**src/source/mb_pkg.sv**
```systemverilog
package mb_pkg;

    // --------------------
    // Macroblock geometry
    // --------------------
    localparam int MB_SIDE   = 4;
    localparam int MB_PIX    = 16;
    localparam int PIX_W     = 8;
    localparam int MB_DATA_W = 128;
    localparam int EDGE_W    = MB_SIDE * PIX_W;

    // Frame limits
    localparam int MAX_MB_W  = 16;
    localparam int COORD_W   = 4;

    // Output stream
    localparam int OUT_W        = 64;
    localparam int WORDS_PER_MB = 3;
    localparam int NZ_W         = 5;

    // Prediction edges before any neighbor exists
    localparam logic [PIX_W-1:0] TOP_DEFAULT  = 8'd127;
    localparam logic [PIX_W-1:0] LEFT_DEFAULT = 8'd129;

    // --------------------
    // Frame controller
    // --------------------
    typedef enum logic [2:0] {
        ST_IDLE,
        ST_INIT,
        ST_RDEN,
        ST_DSTART,
        ST_WAIT,
        ST_FULL,
        ST_ADVANCE,
        ST_DONE
    } enc_state_t;

endpackage

```
**src/source/mb_boundary.sv**
```systemverilog
`timescale 1ns/1ps

module mb_boundary import mb_pkg::*; (
    input  logic                 clk,
    input  logic                 rst_n,
    input  logic                 frame_init,
    input  logic                 mb_done,
    input  logic [COORD_W-1:0]   x,
    input  logic [MB_DATA_W-1:0] recon,
    output logic [EDGE_W-1:0]    top_pix,
    output logic [EDGE_W-1:0]    left_pix
);

    logic [EDGE_W-1:0]   top_buf [MAX_MB_W];
    logic [MAX_MB_W-1:0] top_valid;
    logic [EDGE_W-1:0]   left_col;
    logic [EDGE_W-1:0]   right_col;

    // Right column of the block, row 0 in the low byte
    always_comb begin
        for (int r = 0; r < MB_SIDE; r++) begin
            right_col[r*PIX_W +: PIX_W] = recon[(r*MB_SIDE + MB_SIDE - 1)*PIX_W +: PIX_W];
        end
    end

    // --------------------
    // Line buffer
    // --------------------
    always_ff @(posedge clk or negedge rst_n) begin
        if (!rst_n) begin
            top_valid <= '0;
        end else if (frame_init) begin
            top_valid <= '0;
        end else if (mb_done) begin
            top_valid[x] <= 1'b1;
        end
    end

    always_ff @(posedge clk) begin
        if (mb_done) begin
            // Bottom row feeds the next macroblock row
            top_buf[x] <= recon[MB_DATA_W-1 -: EDGE_W];
            left_col   <= right_col;
        end
    end

    assign top_pix  = top_valid[x] ? top_buf[x] : {MB_SIDE{TOP_DEFAULT}};
    assign left_pix = (x == '0) ? {MB_SIDE{LEFT_DEFAULT}} : left_col;

endmodule

```
**src/source/mb_encode_ctrl.sv**
```systemverilog
`timescale 1ns/1ps

module mb_encode_ctrl import mb_pkg::*; (
    input  logic               clk,
    input  logic               rst_n,
    input  logic               start,
    input  logic [COORD_W:0]   mb_w,
    input  logic [COORD_W:0]   mb_h,
    input  logic               pix_empty,
    input  logic               fifo_full,
    input  logic               mb_done,
    output logic               pix_rd,
    output logic               mb_start,
    output logic               frame_init,
    output logic [COORD_W-1:0] x,
    output logic [COORD_W-1:0] y,
    output logic               done
);

    enc_state_t         state;
    enc_state_t         state_next;
    logic [COORD_W-1:0] w_last;
    logic [COORD_W-1:0] h_last;
    logic [1:0]         drain_cnt;
    logic               drained;
    logic               last_mb;

    assign drained = (drain_cnt == 2'(WORDS_PER_MB));
    assign last_mb = (x == w_last) && (y == h_last);

    // Strobes decoded from state
    assign pix_rd     = (state == ST_RDEN) && !pix_empty;
    assign mb_start   = (state == ST_DSTART);
    assign frame_init = (state == ST_INIT);
    assign done       = (state == ST_DONE);

    always_comb begin
        state_next = state;
        case (state)
            ST_IDLE:    if (start) state_next = ST_INIT;
            ST_INIT:    state_next = ST_RDEN;
            ST_RDEN:    if (!pix_empty) state_next = ST_DSTART;
            ST_DSTART:  state_next = ST_WAIT;
            ST_WAIT:    if (mb_done) state_next = ST_FULL;
            ST_FULL: begin
                // Let the packer finish, then wait for room for the next burst
                if (drained && !fifo_full) begin
                    state_next = last_mb ? ST_DONE : ST_ADVANCE;
                end
            end
            ST_ADVANCE: state_next = ST_RDEN;
            ST_DONE:    state_next = ST_IDLE;
            default:    state_next = ST_IDLE;
        endcase
    end

    always_ff @(posedge clk or negedge rst_n) begin
        if (!rst_n) begin
            state <= ST_IDLE;
        end else begin
            state <= state_next;
        end
    end

    // Cycles since mb_done, saturating at the burst length
    always_ff @(posedge clk or negedge rst_n) begin
        if (!rst_n) begin
            drain_cnt <= '0;
        end else if (mb_done) begin
            drain_cnt <= '0;
        end else if (state == ST_FULL && !drained) begin
            drain_cnt <= drain_cnt + 2'd1;
        end
    end

    // --------------------
    // Raster position
    // --------------------
    always_ff @(posedge clk or negedge rst_n) begin
        if (!rst_n) begin
            x      <= '0;
            y      <= '0;
            w_last <= '0;
            h_last <= '0;
        end else if (state == ST_INIT) begin
            x      <= '0;
            y      <= '0;
            w_last <= COORD_W'(mb_w - 1'b1);
            h_last <= COORD_W'(mb_h - 1'b1);
        end else if (state == ST_ADVANCE) begin
            if (x == w_last) begin
                x <= '0;
                y <= y + 1'b1;
            end else begin
                x <= x + 1'b1;
            end
        end
    end

endmodule

```
**src/source/mb_encode_top.sv**
```systemverilog
`timescale 1ns/1ps

module mb_encode_top import mb_pkg::*; (
    input  logic                 clk,
    input  logic                 rst_n,
    input  logic                 start,
    input  logic [COORD_W:0]     mb_w,
    input  logic [COORD_W:0]     mb_h,
    input  logic [2:0]           q_shift,
    input  logic                 pix_empty,
    output logic                 pix_rd,
    input  logic [MB_DATA_W-1:0] pix_data,
    input  logic                 fifo_full,
    output logic                 out_wr,
    output logic [OUT_W-1:0]     out_data,
    output logic                 done
);

    logic                 mb_start;
    logic                 mb_done;
    logic                 frame_init;
    logic [COORD_W-1:0]   x;
    logic [COORD_W-1:0]   y;
    logic [EDGE_W-1:0]    top_pix;
    logic [EDGE_W-1:0]    left_pix;
    logic [MB_DATA_W-1:0] levels;
    logic [MB_DATA_W-1:0] recon;
    logic [PIX_W-1:0]     pred;
    logic                 skipped;
    logic [NZ_W-1:0]      nz;

    mb_encode_ctrl u_ctrl (
        .clk(clk), .rst_n(rst_n), .start(start), .mb_w(mb_w), .mb_h(mb_h),
        .pix_empty(pix_empty), .fifo_full(fifo_full), .mb_done(mb_done),
        .pix_rd(pix_rd), .mb_start(mb_start), .frame_init(frame_init),
        .x(x), .y(y), .done(done)
    );

    mb_predict_quant u_predict_quant (
        .clk(clk), .rst_n(rst_n), .mb_start(mb_start), .pix_data(pix_data),
        .top_pix(top_pix), .left_pix(left_pix), .q_shift(q_shift),
        .mb_done(mb_done), .levels(levels), .recon(recon), .pred(pred),
        .skipped(skipped), .nz(nz)
    );

    mb_boundary u_boundary (
        .clk(clk), .rst_n(rst_n), .frame_init(frame_init), .mb_done(mb_done),
        .x(x), .recon(recon), .top_pix(top_pix), .left_pix(left_pix)
    );

    mb_level_packer u_level_packer (
        .clk(clk), .rst_n(rst_n), .mb_done(mb_done), .x(x), .y(y),
        .levels(levels), .pred(pred), .skipped(skipped), .nz(nz),
        .out_wr(out_wr), .out_data(out_data)
    );

endmodule

```
**src/source/mb_level_packer.sv**
```systemverilog
`timescale 1ns/1ps

module mb_level_packer import mb_pkg::*; (
    input  logic                 clk,
    input  logic                 rst_n,
    input  logic                 mb_done,
    input  logic [COORD_W-1:0]   x,
    input  logic [COORD_W-1:0]   y,
    input  logic [MB_DATA_W-1:0] levels,
    input  logic [PIX_W-1:0]     pred,
    input  logic                 skipped,
    input  logic [NZ_W-1:0]      nz,
    output logic                 out_wr,
    output logic [OUT_W-1:0]     out_data
);

    logic [1:0]           word_cnt;
    logic [COORD_W-1:0]   x_c;
    logic [COORD_W-1:0]   y_c;
    logic [MB_DATA_W-1:0] levels_c;
    logic [PIX_W-1:0]     pred_c;
    logic                 skipped_c;
    logic [NZ_W-1:0]      nz_c;

    always_ff @(posedge clk) begin
        if (mb_done) begin
            x_c       <= x;
            y_c       <= y;
            levels_c  <= levels;
            pred_c    <= pred;
            skipped_c <= skipped;
            nz_c      <= nz;
        end
    end

    // 1..3 while a burst is running
    always_ff @(posedge clk or negedge rst_n) begin
        if (!rst_n) begin
            word_cnt <= '0;
        end else if (mb_done) begin
            word_cnt <= 2'd1;
        end else if (word_cnt == 2'(WORDS_PER_MB)) begin
            word_cnt <= '0;
        end else if (word_cnt != '0) begin
            word_cnt <= word_cnt + 2'd1;
        end
    end

    assign out_wr = (word_cnt != '0);

    always_comb begin
        case (word_cnt)
            2'd1:    out_data = OUT_W'({pred_c, nz_c, skipped_c, y_c, x_c});
            2'd2:    out_data = levels_c[OUT_W-1:0];
            2'd3:    out_data = levels_c[MB_DATA_W-1:OUT_W];
            default: out_data = '0;
        endcase
    end

endmodule

```
**src/source/mb_predict_quant.sv**
```systemverilog
`timescale 1ns/1ps

module mb_predict_quant import mb_pkg::*; (
    input  logic                 clk,
    input  logic                 rst_n,
    input  logic                 mb_start,
    input  logic [MB_DATA_W-1:0] pix_data,
    input  logic [EDGE_W-1:0]    top_pix,
    input  logic [EDGE_W-1:0]    left_pix,
    input  logic [2:0]           q_shift,
    output logic                 mb_done,
    output logic [MB_DATA_W-1:0] levels,
    output logic [MB_DATA_W-1:0] recon,
    output logic [PIX_W-1:0]     pred,
    output logic                 skipped,
    output logic [NZ_W-1:0]      nz
);

    logic [10:0]          dc_sum;
    logic [MB_DATA_W-1:0] pix_r;
    logic [PIX_W-1:0]     pred_r;
    logic                 s1_valid;

    logic signed [9:0]    res     [MB_PIX];
    logic signed [9:0]    shifted [MB_PIX];
    logic signed [7:0]    lvl     [MB_PIX];
    logic signed [15:0]   scaled  [MB_PIX];
    logic signed [16:0]   rec     [MB_PIX];
    logic [MB_DATA_W-1:0] levels_next;
    logic [MB_DATA_W-1:0] recon_next;
    logic [NZ_W-1:0]      nz_next;

    // --------------------
    // Stage 1: DC predictor
    // --------------------
    always_comb begin
        dc_sum = 11'd4;
        for (int i = 0; i < MB_SIDE; i++) begin
            dc_sum = dc_sum + 11'(top_pix[i*PIX_W +: PIX_W]) + 11'(left_pix[i*PIX_W +: PIX_W]);
        end
    end

    always_ff @(posedge clk) begin
        if (mb_start) begin
            pix_r  <= pix_data;
            pred_r <= PIX_W'(dc_sum >> 3);
        end
    end

    // --------------------
    // Stage 2: quantize and rebuild
    // --------------------
    always_comb begin
        nz_next = '0;
        for (int i = 0; i < MB_PIX; i++) begin
            res[i]     = $signed({2'b00, pix_r[i*PIX_W +: PIX_W]}) - $signed({2'b00, pred_r});
            shifted[i] = res[i] >>> q_shift;
            if (shifted[i] > 10'sd127) begin
                lvl[i] = 8'sd127;
            end else if (shifted[i] < -10'sd128) begin
                lvl[i] = -8'sd128;
            end else begin
                lvl[i] = shifted[i][7:0];
            end
            scaled[i] = 16'(lvl[i]) <<< q_shift;
            rec[i]    = $signed({9'b0, pred_r}) + 17'(scaled[i]);
            // Clamp back into pixel range
            if (rec[i] < 0) begin
                recon_next[i*PIX_W +: PIX_W] = '0;
            end else if (rec[i] > 17'sd255) begin
                recon_next[i*PIX_W +: PIX_W] = 8'hff;
            end else begin
                recon_next[i*PIX_W +: PIX_W] = rec[i][7:0];
            end
            levels_next[i*PIX_W +: PIX_W] = lvl[i];
            if (lvl[i] != 8'sd0) begin
                nz_next = nz_next + 1'b1;
            end
        end
    end

    always_ff @(posedge clk) begin
        if (s1_valid) begin
            levels  <= levels_next;
            recon   <= recon_next;
            pred    <= pred_r;
            nz      <= nz_next;
            skipped <= (nz_next == '0);
        end
    end

    always_ff @(posedge clk or negedge rst_n) begin
        if (!rst_n) begin
            s1_valid <= 1'b0;
            mb_done  <= 1'b0;
        end else begin
            s1_valid <= mb_start;
            mb_done  <= s1_valid;
        end
    end

endmodule

```
**config.mk**
```make
export PLATFORM = sky130hd
export DESIGN_NAME = mb_encode_top
export DESIGN_NICKNAME = d
export VERILOG_FILES = /design/src/source/mb_pkg.sv /design/src/source/mb_boundary.sv /design/src/source/mb_encode_ctrl.sv /design/src/source/mb_encode_top.sv /design/src/source/mb_level_packer.sv /design/src/source/mb_predict_quant.sv
export SDC_FILE = /design/constraint.sdc
export NUM_CORES = 2
export LEC_CHECK = 0
export BUFFER_PORTS_ARGS = -buffer_cell sky130_fd_sc_hd__buf_2
export CORE_MARGIN = 2
export CORE_UTILIZATION = 30
export DETAILED_ROUTE_END_ITERATION = 8
export PLACE_DENSITY = 0.52
export SYNTH_ARGS = -nofsm -noshare
export SYNTH_HDL_FRONTEND = slang
export SYNTH_SLANG_ARGS = --single-unit
export TNS_END_PERCENT = 100
```
**constraint.sdc**
```tcl
create_clock -name clk -period 12 [get_ports clk]
set_input_delay 2.4 -clock clk [delete_from_list [all_inputs] [get_ports clk]]
set_output_delay 2.4 -clock clk [all_outputs]
set_load 0.1 [all_outputs]
```
==> impl_metrics.env <==
export IMPL_dr_pass1_iters=7
export IMPL_grt_usage=0.1750
export IMPL_clk_latency_ps=770
export IMPL_synth_compound_area_frac=0.1367
export IMPL_status="finished clean"
export IMPL_drt_iter0_markers=3314
export IMPL_synth_top_family_by_area="compound AO/OA/AOI/OAI gates"
export IMPL_vias=39010
export IMPL_period_share=0.9424
export IMPL_die_area_mm2=0.1965
export IMPL_cts_buffers=114
export IMPL_globalRouteOverflowTotal=0
export IMPL_hold_slack_ps=377.1
export IMPL_critPathSlowestCell="edfxtp_1"
export IMPL_drive_gt1_frac=0.1783
export IMPL_arrival_ps=11790
export IMPL_cts_tree="done"
export IMPL_rsz0062_at_grt="false"
export IMPL_crit_start="u_predict_quant.pred_r[2]"
export IMPL_worst_slew_pin_slew_ps=1321
export IMPL_area_delta_synth_final_pct=15.04
export IMPL_fin_nets=5288
export IMPL_cts_root_buf="clkbuf_16"
export IMPL_drv_slew=0
export IMPL_synth_mux_area_fraction=0.08257
export IMPL_ys_flop_type="edfxtp_1"
export IMPL_rows=161
export IMPL_synth_edf_count=1028
export IMPL_portBuffers=210
export IMPL_synth_distinct_cells=121
export IMPL_yosys_warnings=0
export IMPL_h_tree_depth=3
export IMPL_dp_hpwl_um=125900
export IMPL_routed_wl_um=175100
export IMPL_cts_max_path_buffers=3
export IMPL_endpoint="u_predict_quant.skipped"
export IMPL_floorplan_initialDensity=0.3013
export IMPL_antenna_found_initial=10
export IMPL_rr_endpoint="u_predict_quant.skipped"
export IMPL_ys_ff_latch=1069
export IMPL_r2r_start="u_predict_quant.pred_r[2]"
export IMPL_synth_fa_ha_area_frac=0.07395
export IMPL_fmax_mhz=88.43
export IMPL_die_width_um=443.3
export IMPL_num_io_pins=213
export IMPL_cts_clk_slew_worst_paths_ps=60
export IMPL_grt_pass1_vias=38120
export IMPL_routedWlPerCell_um=23.42
export IMPL_die_h_um=443.3
export IMPL_place_congestion=0.8843
export IMPL_synth_simple_gate_area_frac=0.09298
export IMPL_avgViaCountPerCell=5.219
export IMPL_syn_area_mm2=0.05790
export IMPL_min_period_ps=11310
export IMPL_syn_num_nets=5044
export IMPL_startpoint_type="flip-flop"
export IMPL_critPathKind="flip-flop to flip-flop"
export IMPL_core_area_mm2=0.1922
export IMPL_required_ps=12480
export IMPL_ant_nets=0
export IMPL_report_final_setup_viol=0
export IMPL_clock_skew_ps=76.34
export IMPL_finalHoldViolCount=0
export IMPL_cpPeakStageDelay_ps=410
export IMPL_worst_path_most_repeated_cell="ha_1"
export IMPL_grt_max_degree=180
export IMPL_relSlewSlack=0.1079
export IMPL_hold_class="flip-flop to flip-flop"
export IMPL_synth_cells=4602
export IMPL_dp_cells=7254
export IMPL_drc=0
export IMPL_synthXorXnorAreaFrac=0.03064
export IMPL_syn_area_per_cell_um2=12.58
export IMPL_async_reset_ff_frac=0.03835
export IMPL_layoutNonFillerInstCount=7476
export IMPL_r2r_slack_ps=690
export IMPL_cp_max_fo=13
export IMPL_rr_worst_depth=60
export IMPL_ys_seq_area_frac=0.5509
export IMPL_end_kind="flip-flop"
export IMPL_grt_pass1_wl_um=258300
export IMPL_maxCapViolCount=0
export IMPL_cts_sinks=1069
export IMPL_num_fill_cells=18840
[cell type report]
cell class	count	area, um2	area share
antenna	9	22.52	0.0003381
sequential	1069	31910	0.4791
inverter	228	868.3	0.01304
clock inverter	69	770.7	0.01157
multi-input combinational	3055	24470	0.3673
clock buffer	142	3050	0.04580
timing repair buffer	378	2359	0.03541
tap	2526	3161	0.04745
[metal layers]
metal  GRT usage  vias up  part of all wire  wire [um]
met5           0        -                 0          0
met4     0.05347        0             0.034       5911
met1      0.2342    19570              0.44      76610
met3     0.02138      252             0.044       7641
met2      0.2958     1146              0.49      84950
li1            -    18040                 -          -
[repair_timing]
action                                  4_1_cts  5_1_grt
hold buffers                                  0        0
setup buffers                                 0        2
resized for setup                             0       11
endpoints found under the setup margin        0        3
[Yosys cell counts, types with 13 or more instances]
| cell | number | area share |
|---|---|---|
| xnor2_1 | 116 | 0.018 |
| a21o_1 | 47 | 0.0061 |
| dfrtp_1 | 41 | 0.018 |
| and3_1 | 22 | 0.0024 |
| nor2b_1 | 59 | 0.0064 |
| a22oi_1 | 56 | 0.0073 |
| o31ai_1 | 13 | 0.0017 |
| ha_1 | 227 | 0.049 |
| nand3_1 | 39 | 0.0034 |
| a211oi_1 | 56 | 0.0073 |
| nor4_1 | 15 | 0.0016 |
| o21ai_0 | 223 | 0.019 |
| mux4_2 | 175 | 0.068 |
| o21bai_1 | 50 | 0.0065 |
| o21a_1 | 78 | 0.010 |
| xor2_1 | 41 | 0.0062 |
| clkbuf_1 | 140 | 0.0091 |
| o22ai_1 | 31 | 0.0033 |
| fa_1 | 69 | 0.024 |
| a21oi_1 | 293 | 0.025 |
| or4_1 | 13 | 0.0017 |
| mux2_2 | 22 | 0.0043 |
| nor3_1 | 74 | 0.0064 |
| o211ai_1 | 42 | 0.0054 |
| nor3b_1 | 13 | 0.0017 |
| a211o_1 | 14 | 0.0021 |
| o21ai_1 | 16 | 0.0014 |
| a222oi_1 | 23 | 0.0040 |
| buf_2 | 49 | 0.0042 |
| edfxtp_1 | 1028 | 0.53 |
| and2_1 | 44 | 0.0048 |
| mux2i_1 | 53 | 0.0092 |
| inv_1 | 219 | 0.014 |
| nand2b_1 | 55 | 0.0059 |
| nand2_1 | 284 | 0.018 |
| buf_1 | 57 | 0.0037 |
| a31oi_1 | 27 | 0.0029 |
| or3_1 | 21 | 0.0023 |
| nor2_1 | 442 | 0.029 |
| o221ai_1 | 18 | 0.0027 |
[cell families after synthesis]
group           after synthesis
compound gates             1173
xor+xnor                    176
fa+ha+maj                   302
buf+inv                     478
flops                      1069
mux                         255
simple gates               1149
[sequential cells by signal (all words and copies together), names as in the netlist, 5 cells and up]
name / cells
u_boundary.top_buf: 512
u_level_packer.levels_c: 128
u_predict_quant.levels: 128
u_predict_quant.pix_r: 128
u_predict_quant.recon: 56
u_boundary.left_col: 32
u_boundary.top_valid: 16
u_level_packer.pred_c: 8
u_predict_quant.pred: 8
u_predict_quant.pred_r: 8
u_level_packer.nz_c: 5
u_predict_quant.nz: 5
[metrics by stage]
step	utilization	setup slack [ps]	setup TNS [ps]	cell area [um2]
5_1_grt	0.3465	20.75	0	66590
3_5_place_dp	0.3262	-80.30	-142.5	62690
2_1_floorplan	-	-699.9	-2126	58330
4_1_cts	0.3461	402.9	0	66510
6_report	0.3466	691.0	0	66610
3_3_place_gp	0.3262	-18.09	-28.24	62690
[worst min-delay path by stage]
| stage | from | endpoint | slack [ps] | depth (start not counted) |
|---|---|---|---|---|
| after floorplan | u_predict_quant.recon[24] | u_boundary.left_col[0] | 400 | 0 |
| after global placement | u_predict_quant.levels[28] | u_level_packer.levels_c[28] | 400 | 0 |
| after detailed placement | u_predict_quant.recon[24] | u_boundary.left_col[0] | 400 | 0 |
| after CTS | u_predict_quant.levels[84] | u_level_packer.levels_c[84] | 360 | 0 |
| after global routing | u_predict_quant.levels[20] | u_level_packer.levels_c[20] | 380 | 0 |
| final | u_predict_quant.levels[84] | u_level_packer.levels_c[84] | 380 | 0 |
[layout by cell type (no fill, tap or decap), drive strengths merged, types with 21 or more instances in the layout]
cell / synthesis / final
xnor2: 120 / 120
a222oi: 23 / 23
a211oi: 61 / 61
nand3: 39 / 39
nand2b: 55 / 55
nor2: 442 / 442
clkbuf: 141 / 143
mux2i: 55 / 55
inv: 225 / 227
o21ai: 242 / 242
edfxtp: 1028 / 1028
mux2: 25 / 25
nand2: 285 / 285
or3: 21 / 21
xor2: 47 / 47
dfrtp: 41 / 41
clkinv: 3 / 56
o211ai: 42 / 42
mux4: 175 / 175
and2: 44 / 44
o22ai: 32 / 32
o21a: 78 / 78
ha: 227 / 227
o21bai: 50 / 50
fa: 69 / 69
a21oi: 295 / 295
buf: 109 / 377
nor3: 76 / 76
a21o: 47 / 47
a22oi: 56 / 56
and3: 22 / 22
a31oi: 27 / 27
nor2b: 59 / 59
[critical path: cells and delay by family, from the launching register on]
kind            cells  cell delay (ps)
fa+ha+maj          15             4040
compound gates     17             2450
simple gates       16             1730
mux                 7             1510
buf+inv             4              580
flops               1              410
xor+xnor            1              270
Power is not shown: default switching activity piles up to over one toggle a cycle in this logic, so the estimate is an artifact.
